===== src/rtl/cache_consts.svh =====
// Cache geometry, memory credit count and datapath widths
`ifndef CACHE_CONSTS_SVH
`define CACHE_CONSTS_SVH

// Geometry of each L1, one 32-bit word per line
`define CACHE_LINES    8
`define CACHE_INDEX_W  3            // log2 of CACHE_LINES
`define CACHE_TAG_W    27           // ADDR_W minus index and byte offset

// External memory link
`define MEM_CREDITS    2            // Input queue slots, also tag FIFO depth
`define MEM_CREDIT_W   2            // Holds 0..MEM_CREDITS
`define MEM_TAG_PTR_W  1            // log2 of MEM_CREDITS

// Datapath
`define WORD_W         32
`define ADDR_W         32

`endif


===== src/rtl/cache_pkg.sv =====
// Package cache_pkg with the shared word, address and requester types
`default_nettype none

`include "cache_consts.svh"

package cache_pkg;

  // Data word as seen on both the processor and memory sides
  typedef logic [`WORD_W-1:0] word_t;

  // Byte address, word aligned
  // Low two bits never reach memory decode
  typedef logic [`ADDR_W-1:0] addr_t;

  // Which L1 a front-side request came from
  typedef enum logic {
    REQ_ICACHE = 1'b0,
    REQ_DCACHE = 1'b1    // Also the arbitration winner on ties
  } req_src_t;

endpackage

`default_nettype wire


===== src/rtl/l1_cache.sv =====
// Module l1_cache, direct-mapped single-word-line cache for instructions or data
`default_nettype none

`include "cache_consts.svh"

module l1_cache
  import cache_pkg::*;
#(
  parameter int WRITABLE = 0                           // 1 gives a write-through data cache
) (
  input  wire logic                      CLK,
  input  wire logic                      reset,
  // Line walk from the flush sequencer
  input  wire logic                      flush_step,
  input  wire logic [`CACHE_INDEX_W-1:0] flush_index,
  // Processor side
  input  wire logic                      ren,
  input  wire logic                      wen,
  input  wire addr_t                     addr,
  input  wire word_t                     wdata,
  output word_t                          rdata,
  output logic                           busy,
  output logic                           hit,
  output logic                           miss,
  // Memory side, toward the arbiter
  output logic                           mreq,
  output logic                           mwrite,
  output addr_t                          maddr,
  output word_t                          mwdata,
  input  wire logic                      mgrant,
  input  wire logic                      mresp_valid,
  input  wire word_t                     mresp_data
);

  typedef enum logic [1:0] {
    IDLE,       // Lookup happens here
    REQUEST,    // mreq held until grant
    WAIT_RESP   // One access outstanding
  } state_t;

  state_t state, state_next;

  // Line storage
  logic [`CACHE_LINES-1:0]   valid;
  logic [`CACHE_TAG_W-1:0]   tag_arr  [`CACHE_LINES];
  word_t                     data_arr [`CACHE_LINES];

  // Access captured when it leaves for memory
  addr_t addr_q;
  word_t wdata_q;
  logic  wr_q;

  logic                      wr_req;
  logic [`CACHE_INDEX_W-1:0] idx;
  logic [`CACHE_INDEX_W-1:0] idx_q;
  logic [`CACHE_TAG_W-1:0]   tag;
  logic [`CACHE_TAG_W-1:0]   tag_q;
  logic                      lookup_hit;
  logic                      latch;        // Capture the access
  logic                      fill;         // Read data arriving for the line
  logic                      line_write;   // Store hitting a valid line

  assign wr_req = (WRITABLE != 0) && wen;              // Read-only side drops stores
  assign idx    = addr[`CACHE_INDEX_W+1:2];            // Word address picks the line
  assign tag    = addr[`ADDR_W-1:`CACHE_INDEX_W+2];
  assign idx_q  = addr_q[`CACHE_INDEX_W+1:2];
  assign tag_q  = addr_q[`ADDR_W-1:`CACHE_INDEX_W+2];

  assign lookup_hit = valid[idx] && (tag_arr[idx] == tag);

  // Memory request fields come straight from the captured access
  assign mwrite = wr_q;
  assign maddr  = addr_q;
  assign mwdata = wdata_q;

  // Fill data bypasses the array in the completing cycle
  assign rdata = (state == WAIT_RESP) ? mresp_data : data_arr[idx];

  always_comb begin
    state_next = state;
    busy       = 1'b0;
    hit        = 1'b0;
    miss       = 1'b0;
    mreq       = 1'b0;
    latch      = 1'b0;
    fill       = 1'b0;
    line_write = 1'b0;
    case (state)
      IDLE: begin
        if (flush_step) begin
          busy = 1'b1;                                 // Stall everything while lines clear
        end else if (wr_req) begin
          busy       = 1'b1;                           // Every store goes to memory
          latch      = 1'b1;
          state_next = REQUEST;
        end else if (ren) begin
          if (lookup_hit) begin
            hit = 1'b1;                                // Done this cycle
          end else begin
            miss       = 1'b1;
            busy       = 1'b1;
            latch      = 1'b1;
            state_next = REQUEST;
          end
        end
      end
      REQUEST: begin
        busy = 1'b1;
        mreq = 1'b1;
        if (mgrant) state_next = WAIT_RESP;
      end
      WAIT_RESP: begin
        busy = 1'b1;
        if (mresp_valid) begin
          busy       = 1'b0;                           // Completes with the response
          state_next = IDLE;
          if (!wr_q) begin
            fill = 1'b1;
          end else if (valid[idx_q] && (tag_arr[idx_q] == tag_q)) begin
            line_write = 1'b1;                         // No allocate on a store miss
          end
        end
      end
      default: state_next = IDLE;
    endcase
  end

  // Control state and valid bits
  always_ff @(posedge CLK) begin
    if (reset) begin
      state <= IDLE;
      valid <= '0;
    end else begin
      state <= state_next;
      // A fill racing a flush must not leave the line valid
      if (fill && !flush_step) valid[idx_q] <= 1'b1;
      if (flush_step)          valid[flush_index] <= 1'b0;
    end
  end

  // Payload and line arrays
  always_ff @(posedge CLK) begin
    if (latch) begin
      addr_q  <= addr;
      wdata_q <= wdata;
      wr_q    <= wr_req;
    end
    if (fill) begin
      tag_arr[idx_q]  <= tag_q;
      data_arr[idx_q] <= mresp_data;
    end else if (line_write) begin
      data_arr[idx_q] <= wdata_q;                      // Keep the line in step with memory
    end
  end

endmodule

`default_nettype wire


===== src/rtl/front_side_arbiter.sv =====
// Module front_side_arbiter, fixed-priority merge of two caches with response routing
`default_nettype none

module front_side_arbiter
  import cache_pkg::*;
(
  input  wire logic     CLK,
  input  wire logic     reset,
  // Instruction cache, reads only
  input  wire logic     i_mreq,
  input  wire addr_t    i_maddr,
  output logic          i_mgrant,
  output logic          i_mresp_valid,
  // Data cache
  input  wire logic     d_mreq,
  input  wire logic     d_mwrite,
  input  wire addr_t    d_maddr,
  input  wire word_t    d_mwdata,
  output logic          d_mgrant,
  output logic          d_mresp_valid,
  // Response data shared by both caches
  output word_t         mresp_data,
  // Merged request stream
  output logic          fs_valid,
  output logic          fs_write,
  output addr_t         fs_addr,
  output word_t         fs_wdata,
  output req_src_t      fs_src,
  input  wire logic     fs_ready,
  input  wire logic     fs_resp_valid,
  input  wire word_t    fs_resp_data,
  input  wire req_src_t fs_resp_src
);

  logic i_pend;   // Instruction access outstanding
  logic d_pend;   // Data access outstanding
  logic i_sel;
  logic d_sel;

  // Data side first, and never a second grant to a busy requester
  assign d_sel = d_mreq && !d_pend;
  assign i_sel = i_mreq && !i_pend && !d_sel;

  assign fs_valid = d_sel || i_sel;
  assign fs_write = d_sel && d_mwrite;                 // Instruction side only reads
  assign fs_addr  = d_sel ? d_maddr : i_maddr;
  assign fs_wdata = d_mwdata;                          // Only stores carry data
  assign fs_src   = d_sel ? REQ_DCACHE : REQ_ICACHE;

  // Grant only when the controller takes the request
  assign d_mgrant = d_sel && fs_ready;
  assign i_mgrant = i_sel && fs_ready;

  // Steer responses by the tag that came back with them
  assign d_mresp_valid = fs_resp_valid && (fs_resp_src == REQ_DCACHE);
  assign i_mresp_valid = fs_resp_valid && (fs_resp_src == REQ_ICACHE);
  assign mresp_data    = fs_resp_data;

  always_ff @(posedge CLK) begin
    if (reset) begin
      i_pend <= 1'b0;
      d_pend <= 1'b0;
    end else begin
      if (i_mgrant)           i_pend <= 1'b1;
      else if (i_mresp_valid) i_pend <= 1'b0;
      if (d_mgrant)           d_pend <= 1'b1;
      else if (d_mresp_valid) d_pend <= 1'b0;
    end
  end

endmodule

`default_nettype wire


===== src/rtl/memory_controller.sv =====
// Module memory_controller, credit-limited issue to external memory with an in-order tag FIFO
`default_nettype none

`include "cache_consts.svh"

module memory_controller
  import cache_pkg::*;
(
  input  wire logic     CLK,
  input  wire logic     reset,
  // Front-side request stream
  input  wire logic     fs_valid,
  input  wire logic     fs_write,
  input  wire addr_t    fs_addr,
  input  wire word_t    fs_wdata,
  input  wire req_src_t fs_src,
  output logic          fs_ready,
  // Responses back to the arbiter, in request order
  output logic          fs_resp_valid,
  output word_t         fs_resp_data,
  output req_src_t      fs_resp_src,
  // External memory link
  output logic          mem_req_valid,
  output logic          mem_req_write,
  output addr_t         mem_req_addr,
  output word_t         mem_req_wdata,
  input  wire logic     mem_credit,
  input  wire logic     mem_resp_valid,
  input  wire word_t    mem_resp_rdata
);

  // Full credit count out of reset, one per memory queue slot
  localparam logic [`MEM_CREDIT_W-1:0] CREDITS_INIT = `MEM_CREDITS;

  logic [`MEM_CREDIT_W-1:0]  credits;
  logic                      issue;

  // Source tag of each issued request, popped by its response
  req_src_t                  tag_fifo [`MEM_CREDITS];
  logic [`MEM_TAG_PTR_W-1:0] wr_ptr;
  logic [`MEM_TAG_PTR_W-1:0] rd_ptr;

  assign fs_ready = (credits != '0);                   // At least one slot free
  assign issue    = fs_valid && fs_ready;

  // Accepted requests leave in the same cycle
  assign mem_req_valid = issue;
  assign mem_req_write = fs_write;
  assign mem_req_addr  = fs_addr;
  assign mem_req_wdata = fs_wdata;

  // Each memory response is labelled with the oldest tag
  assign fs_resp_valid = mem_resp_valid;
  assign fs_resp_data  = mem_resp_rdata;               // Don't care for stores
  assign fs_resp_src   = tag_fifo[rd_ptr];

  // Issue takes a credit, a dequeue in memory gives one back
  always_ff @(posedge CLK) begin
    if (reset) begin
      credits <= CREDITS_INIT;
    end else begin
      case ({issue, mem_credit})
        2'b10:   credits <= credits - 1'b1;
        2'b01:   credits <= credits + 1'b1;
        default: credits <= credits;                   // Both or neither cancel out
      endcase
    end
  end

  // FIFO pointers, depth is a power of two so they wrap by themselves
  always_ff @(posedge CLK) begin
    if (reset) begin
      wr_ptr <= '0;
      rd_ptr <= '0;
    end else begin
      if (issue)          wr_ptr <= wr_ptr + 1'b1;
      if (mem_resp_valid) rd_ptr <= rd_ptr + 1'b1;
    end
  end

  // Tag storage
  // One outstanding access per cache keeps this from overflowing
  always_ff @(posedge CLK) begin
    if (issue) tag_fifo[wr_ptr] <= fs_src;
  end

endmodule

`default_nettype wire


===== src/rtl/separate_caches.sv =====
// Module separate_caches, instruction and data L1s, arbiter and shared flush sequencer
`default_nettype none

`include "cache_consts.svh"

module separate_caches
  import cache_pkg::*;
(
  input  wire logic     CLK,
  input  wire logic     reset,
  // Instruction fetch port
  input  wire logic     icache_ren,
  input  wire logic     icache_wen,
  input  wire addr_t    icache_addr,
  output word_t         icache_rdata,
  output logic          icache_busy,
  // Load/store port
  input  wire logic     dcache_ren,
  input  wire logic     dcache_wen,
  input  wire addr_t    dcache_addr,
  input  wire word_t    dcache_wdata,
  output word_t         dcache_rdata,
  output logic          dcache_busy,
  // Flush handshake and performance pulses
  input  wire logic     flush,
  output logic          flush_done,
  output logic          icache_hit,
  output logic          icache_miss,
  output logic          dcache_hit,
  output logic          dcache_miss,
  // Front-side stream to the memory controller
  output logic          fs_valid,
  output logic          fs_write,
  output addr_t         fs_addr,
  output word_t         fs_wdata,
  output req_src_t      fs_src,
  input  wire logic     fs_ready,
  input  wire logic     fs_resp_valid,
  input  wire word_t    fs_resp_data,
  input  wire req_src_t fs_resp_src
);

  localparam int LAST_LINE = `CACHE_LINES - 1;

  logic                      flush_active;
  logic [`CACHE_INDEX_W-1:0] flush_cnt;     // Line being cleared

  // Cache to arbiter wiring
  logic  i_mreq, i_mgrant, i_mresp_valid;
  addr_t i_maddr;
  logic  d_mreq, d_mwrite, d_mgrant, d_mresp_valid;
  addr_t d_maddr;
  word_t d_mwdata;
  word_t mresp_data;

  // Walk starts the cycle after the flush pulse, one line per cycle
  always_ff @(posedge CLK) begin
    if (reset) begin
      flush_active <= 1'b0;
      flush_cnt    <= '0;
    end else if (flush && !flush_active) begin
      flush_active <= 1'b1;
      flush_cnt    <= '0;
    end else if (flush_active) begin
      flush_cnt <= flush_cnt + 1'b1;
      if (flush_cnt == LAST_LINE[`CACHE_INDEX_W-1:0]) flush_active <= 1'b0;
    end
  end

  // Done together with the last line, CACHE_LINES cycles after the pulse
  assign flush_done = flush_active && (flush_cnt == LAST_LINE[`CACHE_INDEX_W-1:0]);

  l1_cache #(.WRITABLE(0)) icache0 (
    .CLK(CLK), .reset(reset),
    .flush_step(flush_active), .flush_index(flush_cnt),
    .ren(icache_ren), .wen(icache_wen), .addr(icache_addr), .wdata('0),
    .rdata(icache_rdata), .busy(icache_busy), .hit(icache_hit), .miss(icache_miss),
    .mreq(i_mreq), .mwrite(), .maddr(i_maddr), .mwdata(),   // Never writes
    .mgrant(i_mgrant), .mresp_valid(i_mresp_valid), .mresp_data(mresp_data)
  );

  l1_cache #(.WRITABLE(1)) dcache0 (
    .CLK(CLK), .reset(reset),
    .flush_step(flush_active), .flush_index(flush_cnt),
    .ren(dcache_ren), .wen(dcache_wen), .addr(dcache_addr), .wdata(dcache_wdata),
    .rdata(dcache_rdata), .busy(dcache_busy), .hit(dcache_hit), .miss(dcache_miss),
    .mreq(d_mreq), .mwrite(d_mwrite), .maddr(d_maddr), .mwdata(d_mwdata),
    .mgrant(d_mgrant), .mresp_valid(d_mresp_valid), .mresp_data(mresp_data)
  );

  front_side_arbiter arb0 (
    .CLK(CLK), .reset(reset),
    .i_mreq(i_mreq), .i_maddr(i_maddr),
    .i_mgrant(i_mgrant), .i_mresp_valid(i_mresp_valid),
    .d_mreq(d_mreq), .d_mwrite(d_mwrite), .d_maddr(d_maddr), .d_mwdata(d_mwdata),
    .d_mgrant(d_mgrant), .d_mresp_valid(d_mresp_valid),
    .mresp_data(mresp_data),
    .fs_valid(fs_valid), .fs_write(fs_write), .fs_addr(fs_addr),
    .fs_wdata(fs_wdata), .fs_src(fs_src), .fs_ready(fs_ready),
    .fs_resp_valid(fs_resp_valid), .fs_resp_data(fs_resp_data),
    .fs_resp_src(fs_resp_src)
  );

endmodule

`default_nettype wire


===== src/rtl/supervisor_cache_wrapper.sv =====
// Module supervisor_cache_wrapper, top joining the split L1s and the memory controller
`default_nettype none

module supervisor_cache_wrapper
  import cache_pkg::*;
(
  input  wire logic  CLK,
  input  wire logic  reset,
  // Instruction fetch port
  input  wire logic  icache_ren,
  input  wire logic  icache_wen,
  input  wire addr_t icache_addr,
  output word_t      icache_rdata,
  output logic       icache_busy,
  // Load/store port
  input  wire logic  dcache_ren,
  input  wire logic  dcache_wen,
  input  wire addr_t dcache_addr,
  input  wire word_t dcache_wdata,
  output word_t      dcache_rdata,
  output logic       dcache_busy,
  // Flush and performance counting
  input  wire logic  flush,
  output logic       flush_done,
  output logic       icache_hit,
  output logic       icache_miss,
  output logic       dcache_hit,
  output logic       dcache_miss,
  // Credit-based external memory link
  output logic       mem_req_valid,
  output logic       mem_req_write,
  output addr_t      mem_req_addr,
  output word_t      mem_req_wdata,
  input  wire logic  mem_credit,
  input  wire logic  mem_resp_valid,
  input  wire word_t mem_resp_rdata
);

  // Front-side stream between caches and controller
  logic     fs_valid, fs_write, fs_ready, fs_resp_valid;
  addr_t    fs_addr;
  word_t    fs_wdata, fs_resp_data;
  req_src_t fs_src, fs_resp_src;

  separate_caches caches0 (
    .CLK(CLK), .reset(reset),
    .icache_ren(icache_ren), .icache_wen(icache_wen), .icache_addr(icache_addr),
    .icache_rdata(icache_rdata), .icache_busy(icache_busy),
    .dcache_ren(dcache_ren), .dcache_wen(dcache_wen), .dcache_addr(dcache_addr),
    .dcache_wdata(dcache_wdata), .dcache_rdata(dcache_rdata), .dcache_busy(dcache_busy),
    .flush(flush), .flush_done(flush_done),
    .icache_hit(icache_hit), .icache_miss(icache_miss),
    .dcache_hit(dcache_hit), .dcache_miss(dcache_miss),
    .fs_valid(fs_valid), .fs_write(fs_write), .fs_addr(fs_addr),
    .fs_wdata(fs_wdata), .fs_src(fs_src), .fs_ready(fs_ready),
    .fs_resp_valid(fs_resp_valid), .fs_resp_data(fs_resp_data), .fs_resp_src(fs_resp_src)
  );

  memory_controller mc0 (
    .CLK(CLK), .reset(reset),
    .fs_valid(fs_valid), .fs_write(fs_write), .fs_addr(fs_addr),
    .fs_wdata(fs_wdata), .fs_src(fs_src), .fs_ready(fs_ready),
    .fs_resp_valid(fs_resp_valid), .fs_resp_data(fs_resp_data), .fs_resp_src(fs_resp_src),
    .mem_req_valid(mem_req_valid), .mem_req_write(mem_req_write),
    .mem_req_addr(mem_req_addr), .mem_req_wdata(mem_req_wdata),
    .mem_credit(mem_credit), .mem_resp_valid(mem_resp_valid),
    .mem_resp_rdata(mem_resp_rdata)
  );

endmodule

`default_nettype wire


===== config.mk =====
export PLATFORM = sky130hd
export DESIGN_NAME = supervisor_cache_wrapper
export DESIGN_NICKNAME = d
export VERILOG_FILES = /design/src/rtl/cache_pkg.sv /design/src/rtl/l1_cache.sv /design/src/rtl/front_side_arbiter.sv /design/src/rtl/memory_controller.sv /design/src/rtl/separate_caches.sv /design/src/rtl/supervisor_cache_wrapper.sv
export VERILOG_INCLUDE_DIRS = /design/src /design/src/rtl
export SDC_FILE = /design/constraint.sdc
export NUM_CORES = 1
export LEC_CHECK = 0
export BUFFER_PORTS_ARGS = -buffer_cell sky130_fd_sc_hd__buf_2
export CAP_MARGIN = 20
export CELL_PAD_IN_SITES_DETAIL_PLACEMENT = 1
export CELL_PAD_IN_SITES_GLOBAL_PLACEMENT = 2
export CORE_MARGIN = 5
export CORE_UTILIZATION = 51
export CTS_CLUSTER_DIAMETER = 120
export CTS_CLUSTER_SIZE = 16
export DETAILED_ROUTE_END_ITERATION = 12
export PLACE_DENSITY_LB_ADDON = 0.1
export SYNTH_ARGS = -nofsm -noshare
export SYNTH_HDL_FRONTEND = slang
export SYNTH_SLANG_ARGS = --single-unit

===== constraint.sdc =====
create_clock -name CLK -period 20.6 [get_ports CLK]
set_clock_uncertainty 0.05 [all_clocks]
set_input_delay 2.06 -clock CLK [delete_from_list [all_inputs] [get_ports CLK]]
set_output_delay 2.06 -clock CLK [all_outputs]
set_load 0.01 [all_outputs]

==> results list <==
* Result of the run: completed
- Synth cell count leaders: edfxtp_1, mux4_2, mux2i_1
- Final number of hold-violating endpoints: 0
- Clock transition time at the flip-flop clock pins of the worst setup and hold paths: ~70 ps
* Master cell of the clock root buffer: clkbuf_16
- In the synthesized netlist the dominant register cell turns out to be edfxtp_1.
* Count of H-tree levels built during CTS: 3
* Number of global-route vias before repair: between 20000 and 25000
- Number of cells produced by synthesis: about 2200
* Top area cells in the synthesized netlist: edfxtp_1, mux4_2, mux2i_1, mux2_2, dfxtp_1
- met2 is the most crowded layer.
- When the netlist entered floorplanning its net count stood at about 2300.
* M2 GR Usage: 0.3870
- Via-to-Cell Ratio: 6.152
- Port buffering added around 270 buffers.
* Setup_tns: 0 ps
- edfxtp_1 is the most common cell in the netlist.
- The detailed router finished its first iteration with 2083 violations.
- Setup slack on the worst reg-to-reg path comes out at ~15000 ps.
- For the worst setup path, the data arrival time is between 6000 and 7000 ps.
* Max-capacitance violation count: 0
- Final-report setup violation count: 0
- Crit share post-route: 0.4281
* Nature of the critical path endpoint: primary output
- The synthesized design contains around 1100 register bits.
- Summed over all layers, the routed wires come to around 110000 microns.
- By startpoint and endpoint, the worst setup path is classified as in -> out.
- Async set-or-reset flop fraction in the synthesized netlist: 0
* Final HPWL from detailed placement: between 60000 and 70000 microns
- Of the cells placed in the final design, the portion with a size suffix greater than 1 is 0.3168.
* Total overflow reported by the global router: 0
- The final route contains about 22000 vias.
* Sequential fraction of the synthesis area: 0.7274
* Remaining DRCs: 0
- The worst setup path is launched from a primary input.
- Leakage component of the power: ~16 nW
- Data required time of the critical path: approximately 18000 ps
- Actual transition at the worst max-transition pin: between 1000 and 1500 ps
- Total I/O pin count: approximately 270
- Slew Viols, Final: 0
* Met3 Usage GRT: 0.03535
- Initial Util: 0.5151
- Entering global routing, the biggest net connects 74 pins.
* Post-route insts no fill: roughly 3600
- Utilization of the core after routing: 0.5722
- F_max: roughly 0.11 GHz
- The later pin in the worst-skew pair is clocked with a latency of ~640 ps.
- TritonCTS buffer count: just under 80
* Total GRT Usage: 0.2365
* TritonRoute pass-1 iters: 5
- The floorplan step set the die height to a little over 300 microns.
* CTS sink cnt: between 1000 and 1500
- Total core area: 85410 sq um
- TritonCTS built the clock tree.
* Die ar.: between 90000 and 100000 sq um
* Path category of the worst min-delay check: reg -> reg
- In this run, post-CTS repair resized a total of 0 instances.
- In this run the tightest slew margin relative to its limit is 0.2526.
- Post-synthesis cell type count: 48
- # nets final: between 2000 and 3000
* Antenna violations before repair: 9
- Yosys mapped a number of flops with a built-in enable equal to 1043.
* Leading area contributor after synthesis: edfxtp_1
- Cell area after synthesis: 43990 sq um
- Power per unit of standard cell area: 90.33 nW/um^2
* Routed wire per std cell: between 30 and 40 microns
- VDD sags by at most 65.33 uV.
* Longest Clk Path Bufs: 3
- For this run, the number of Yosys warnings is 0.
- The count of nets left with antenna violations once routing finished came out at 0.
* Placement row count: around 110
- DIE WIDTH: 303.7 microns
* Hold Buf Count CTS: 0
* RSZ-0062 raised after global routing: no
- A synthesized cell averages just over 20 sq um.
- Number of placed instances, taps included: between 3000 and 4000
- Number of buffers added for setup after CTS: 0
- The filler cells instantiated in the layout total between 7000 and 8000.
- Of all nets on the critical path, the largest fanout is 73.
- GR Util met1: 0.3443
- At the end of routability-driven placement, the weighted congestion stood at roughly 0.79.
- The first global-routing pass estimated ~160000 microns of wire.
- The design draws between 4 and 5 mW.
- Final min period: between 8000 and 9000 ps
- Area growth from synthesis to final layout: 11.09%
- Post-synth top area share: 0.7119
[state kept, by name (all words and copies together) (netlist names), 32 cells and up, named ones only]
signal	count
caches0.dcache0.data_arr	256
caches0.dcache0.maddr	32
caches0.dcache0.mwdata	32
caches0.dcache0.tag_arr	216
caches0.icache0.data_arr	256
caches0.icache0.maddr	32
caches0.icache0.tag_arr	216
[per-layer routing]
layer	wire length, microns	share of wire
met5	13	0.00012
met4	2001	0.018
met3	6239	0.057
met2	54050	0.49
met1	47700	0.43
[cells in the final DEF, fill, tap and decap left out, drive strengths merged, types with 3 or more instances in the layout]
cell,Yosys,final
o22ai,12,12
nor4,15,15
inv,7,8
a21oi,10,10
and3,3,3
o21ba,4,4
and2,7,7
ha,3,3
o21a,6,6
mux2,88,88
edfxtp,1043,1043
nor2,45,45
diode,0,3
mux2i,164,164
mux4,271,271
clkinv,0,3
a31oi,3,3
nand4,10,10
dfxtp,34,34
nand2b,8,8
a221oi,10,10
o21ai,71,71
xor2,44,44
nor3b,4,4
nand2,86,86
nor3,15,15
xnor2,39,39
nand3,11,11
clkbuf,53,107
a22oi,13,13
buf,65,314
nor2b,15,15
[cell type report]
cell class,instances,area (sq um),share of cell area
diodes,3,7.507,0.0001536
flip-flops and latches,1077,32010,0.6549
repair buffers,315,1729,0.03538
multi-input cells,972,11510,0.2355
well taps,1144,1431,0.02929
clock buffers,106,2100,0.04296
clock inverters,4,61.31,0.001254
inverters,7,27.53,0.0005632
[critical path: stages]
cell,delay (ps)
clkbuf_8,630
buf_4,900
mux4_2,600
mux2i_1,180
xnor2_1,110
nor4_1,610
nand4_1,200
nor3_1,660
nor2_4,60
buf_4,330
buf_2,230
[logic make-up after synthesis]
group,synth area share
AND/OR/NAND/NOR,0.02483
AO/OA/AOI/OAI,0.01888
XOR/XNOR,0.01652
buffers and inverters,0.01297
multiplexers,0.1986
flip-flops,0.7274
adder cells (fa/ha/maj),0.0008533
[final timing paths]
kind	from	cells past startpoint	end
worst min-delay path	caches0.arb0.i_pend	2	caches0.arb0.i_pend
worst min register to register	caches0.arb0.i_pend	2	caches0.arb0.i_pend
worst max-delay path	icache_addr[2]	11	icache_miss
worst max register to register	flop	10	caches0.dcache0.data_arr[4][10]
[through the flow]
step	setup slack (ps)	cell area, sq um	hold WS, ps
2_1_floorplan	12190	43990	364.5
3_3_place_gp	11600	46680	391.9
3_5_place_dp	11550	46680	420.8
4_1_cts	11550	48840	430.4
5_1_grt	11350	48870	456.9
6_report	11780	48870	425.2
[power breakdown]
part           total [mW]  switching (mW)  internal (mW)
Clock                1.42           0.713          0.712
Sequential           2.53          0.0725           2.46
Combinational       0.459           0.265          0.194
Total                4.41            1.05           3.36
(Power assumes the default switching activity.)
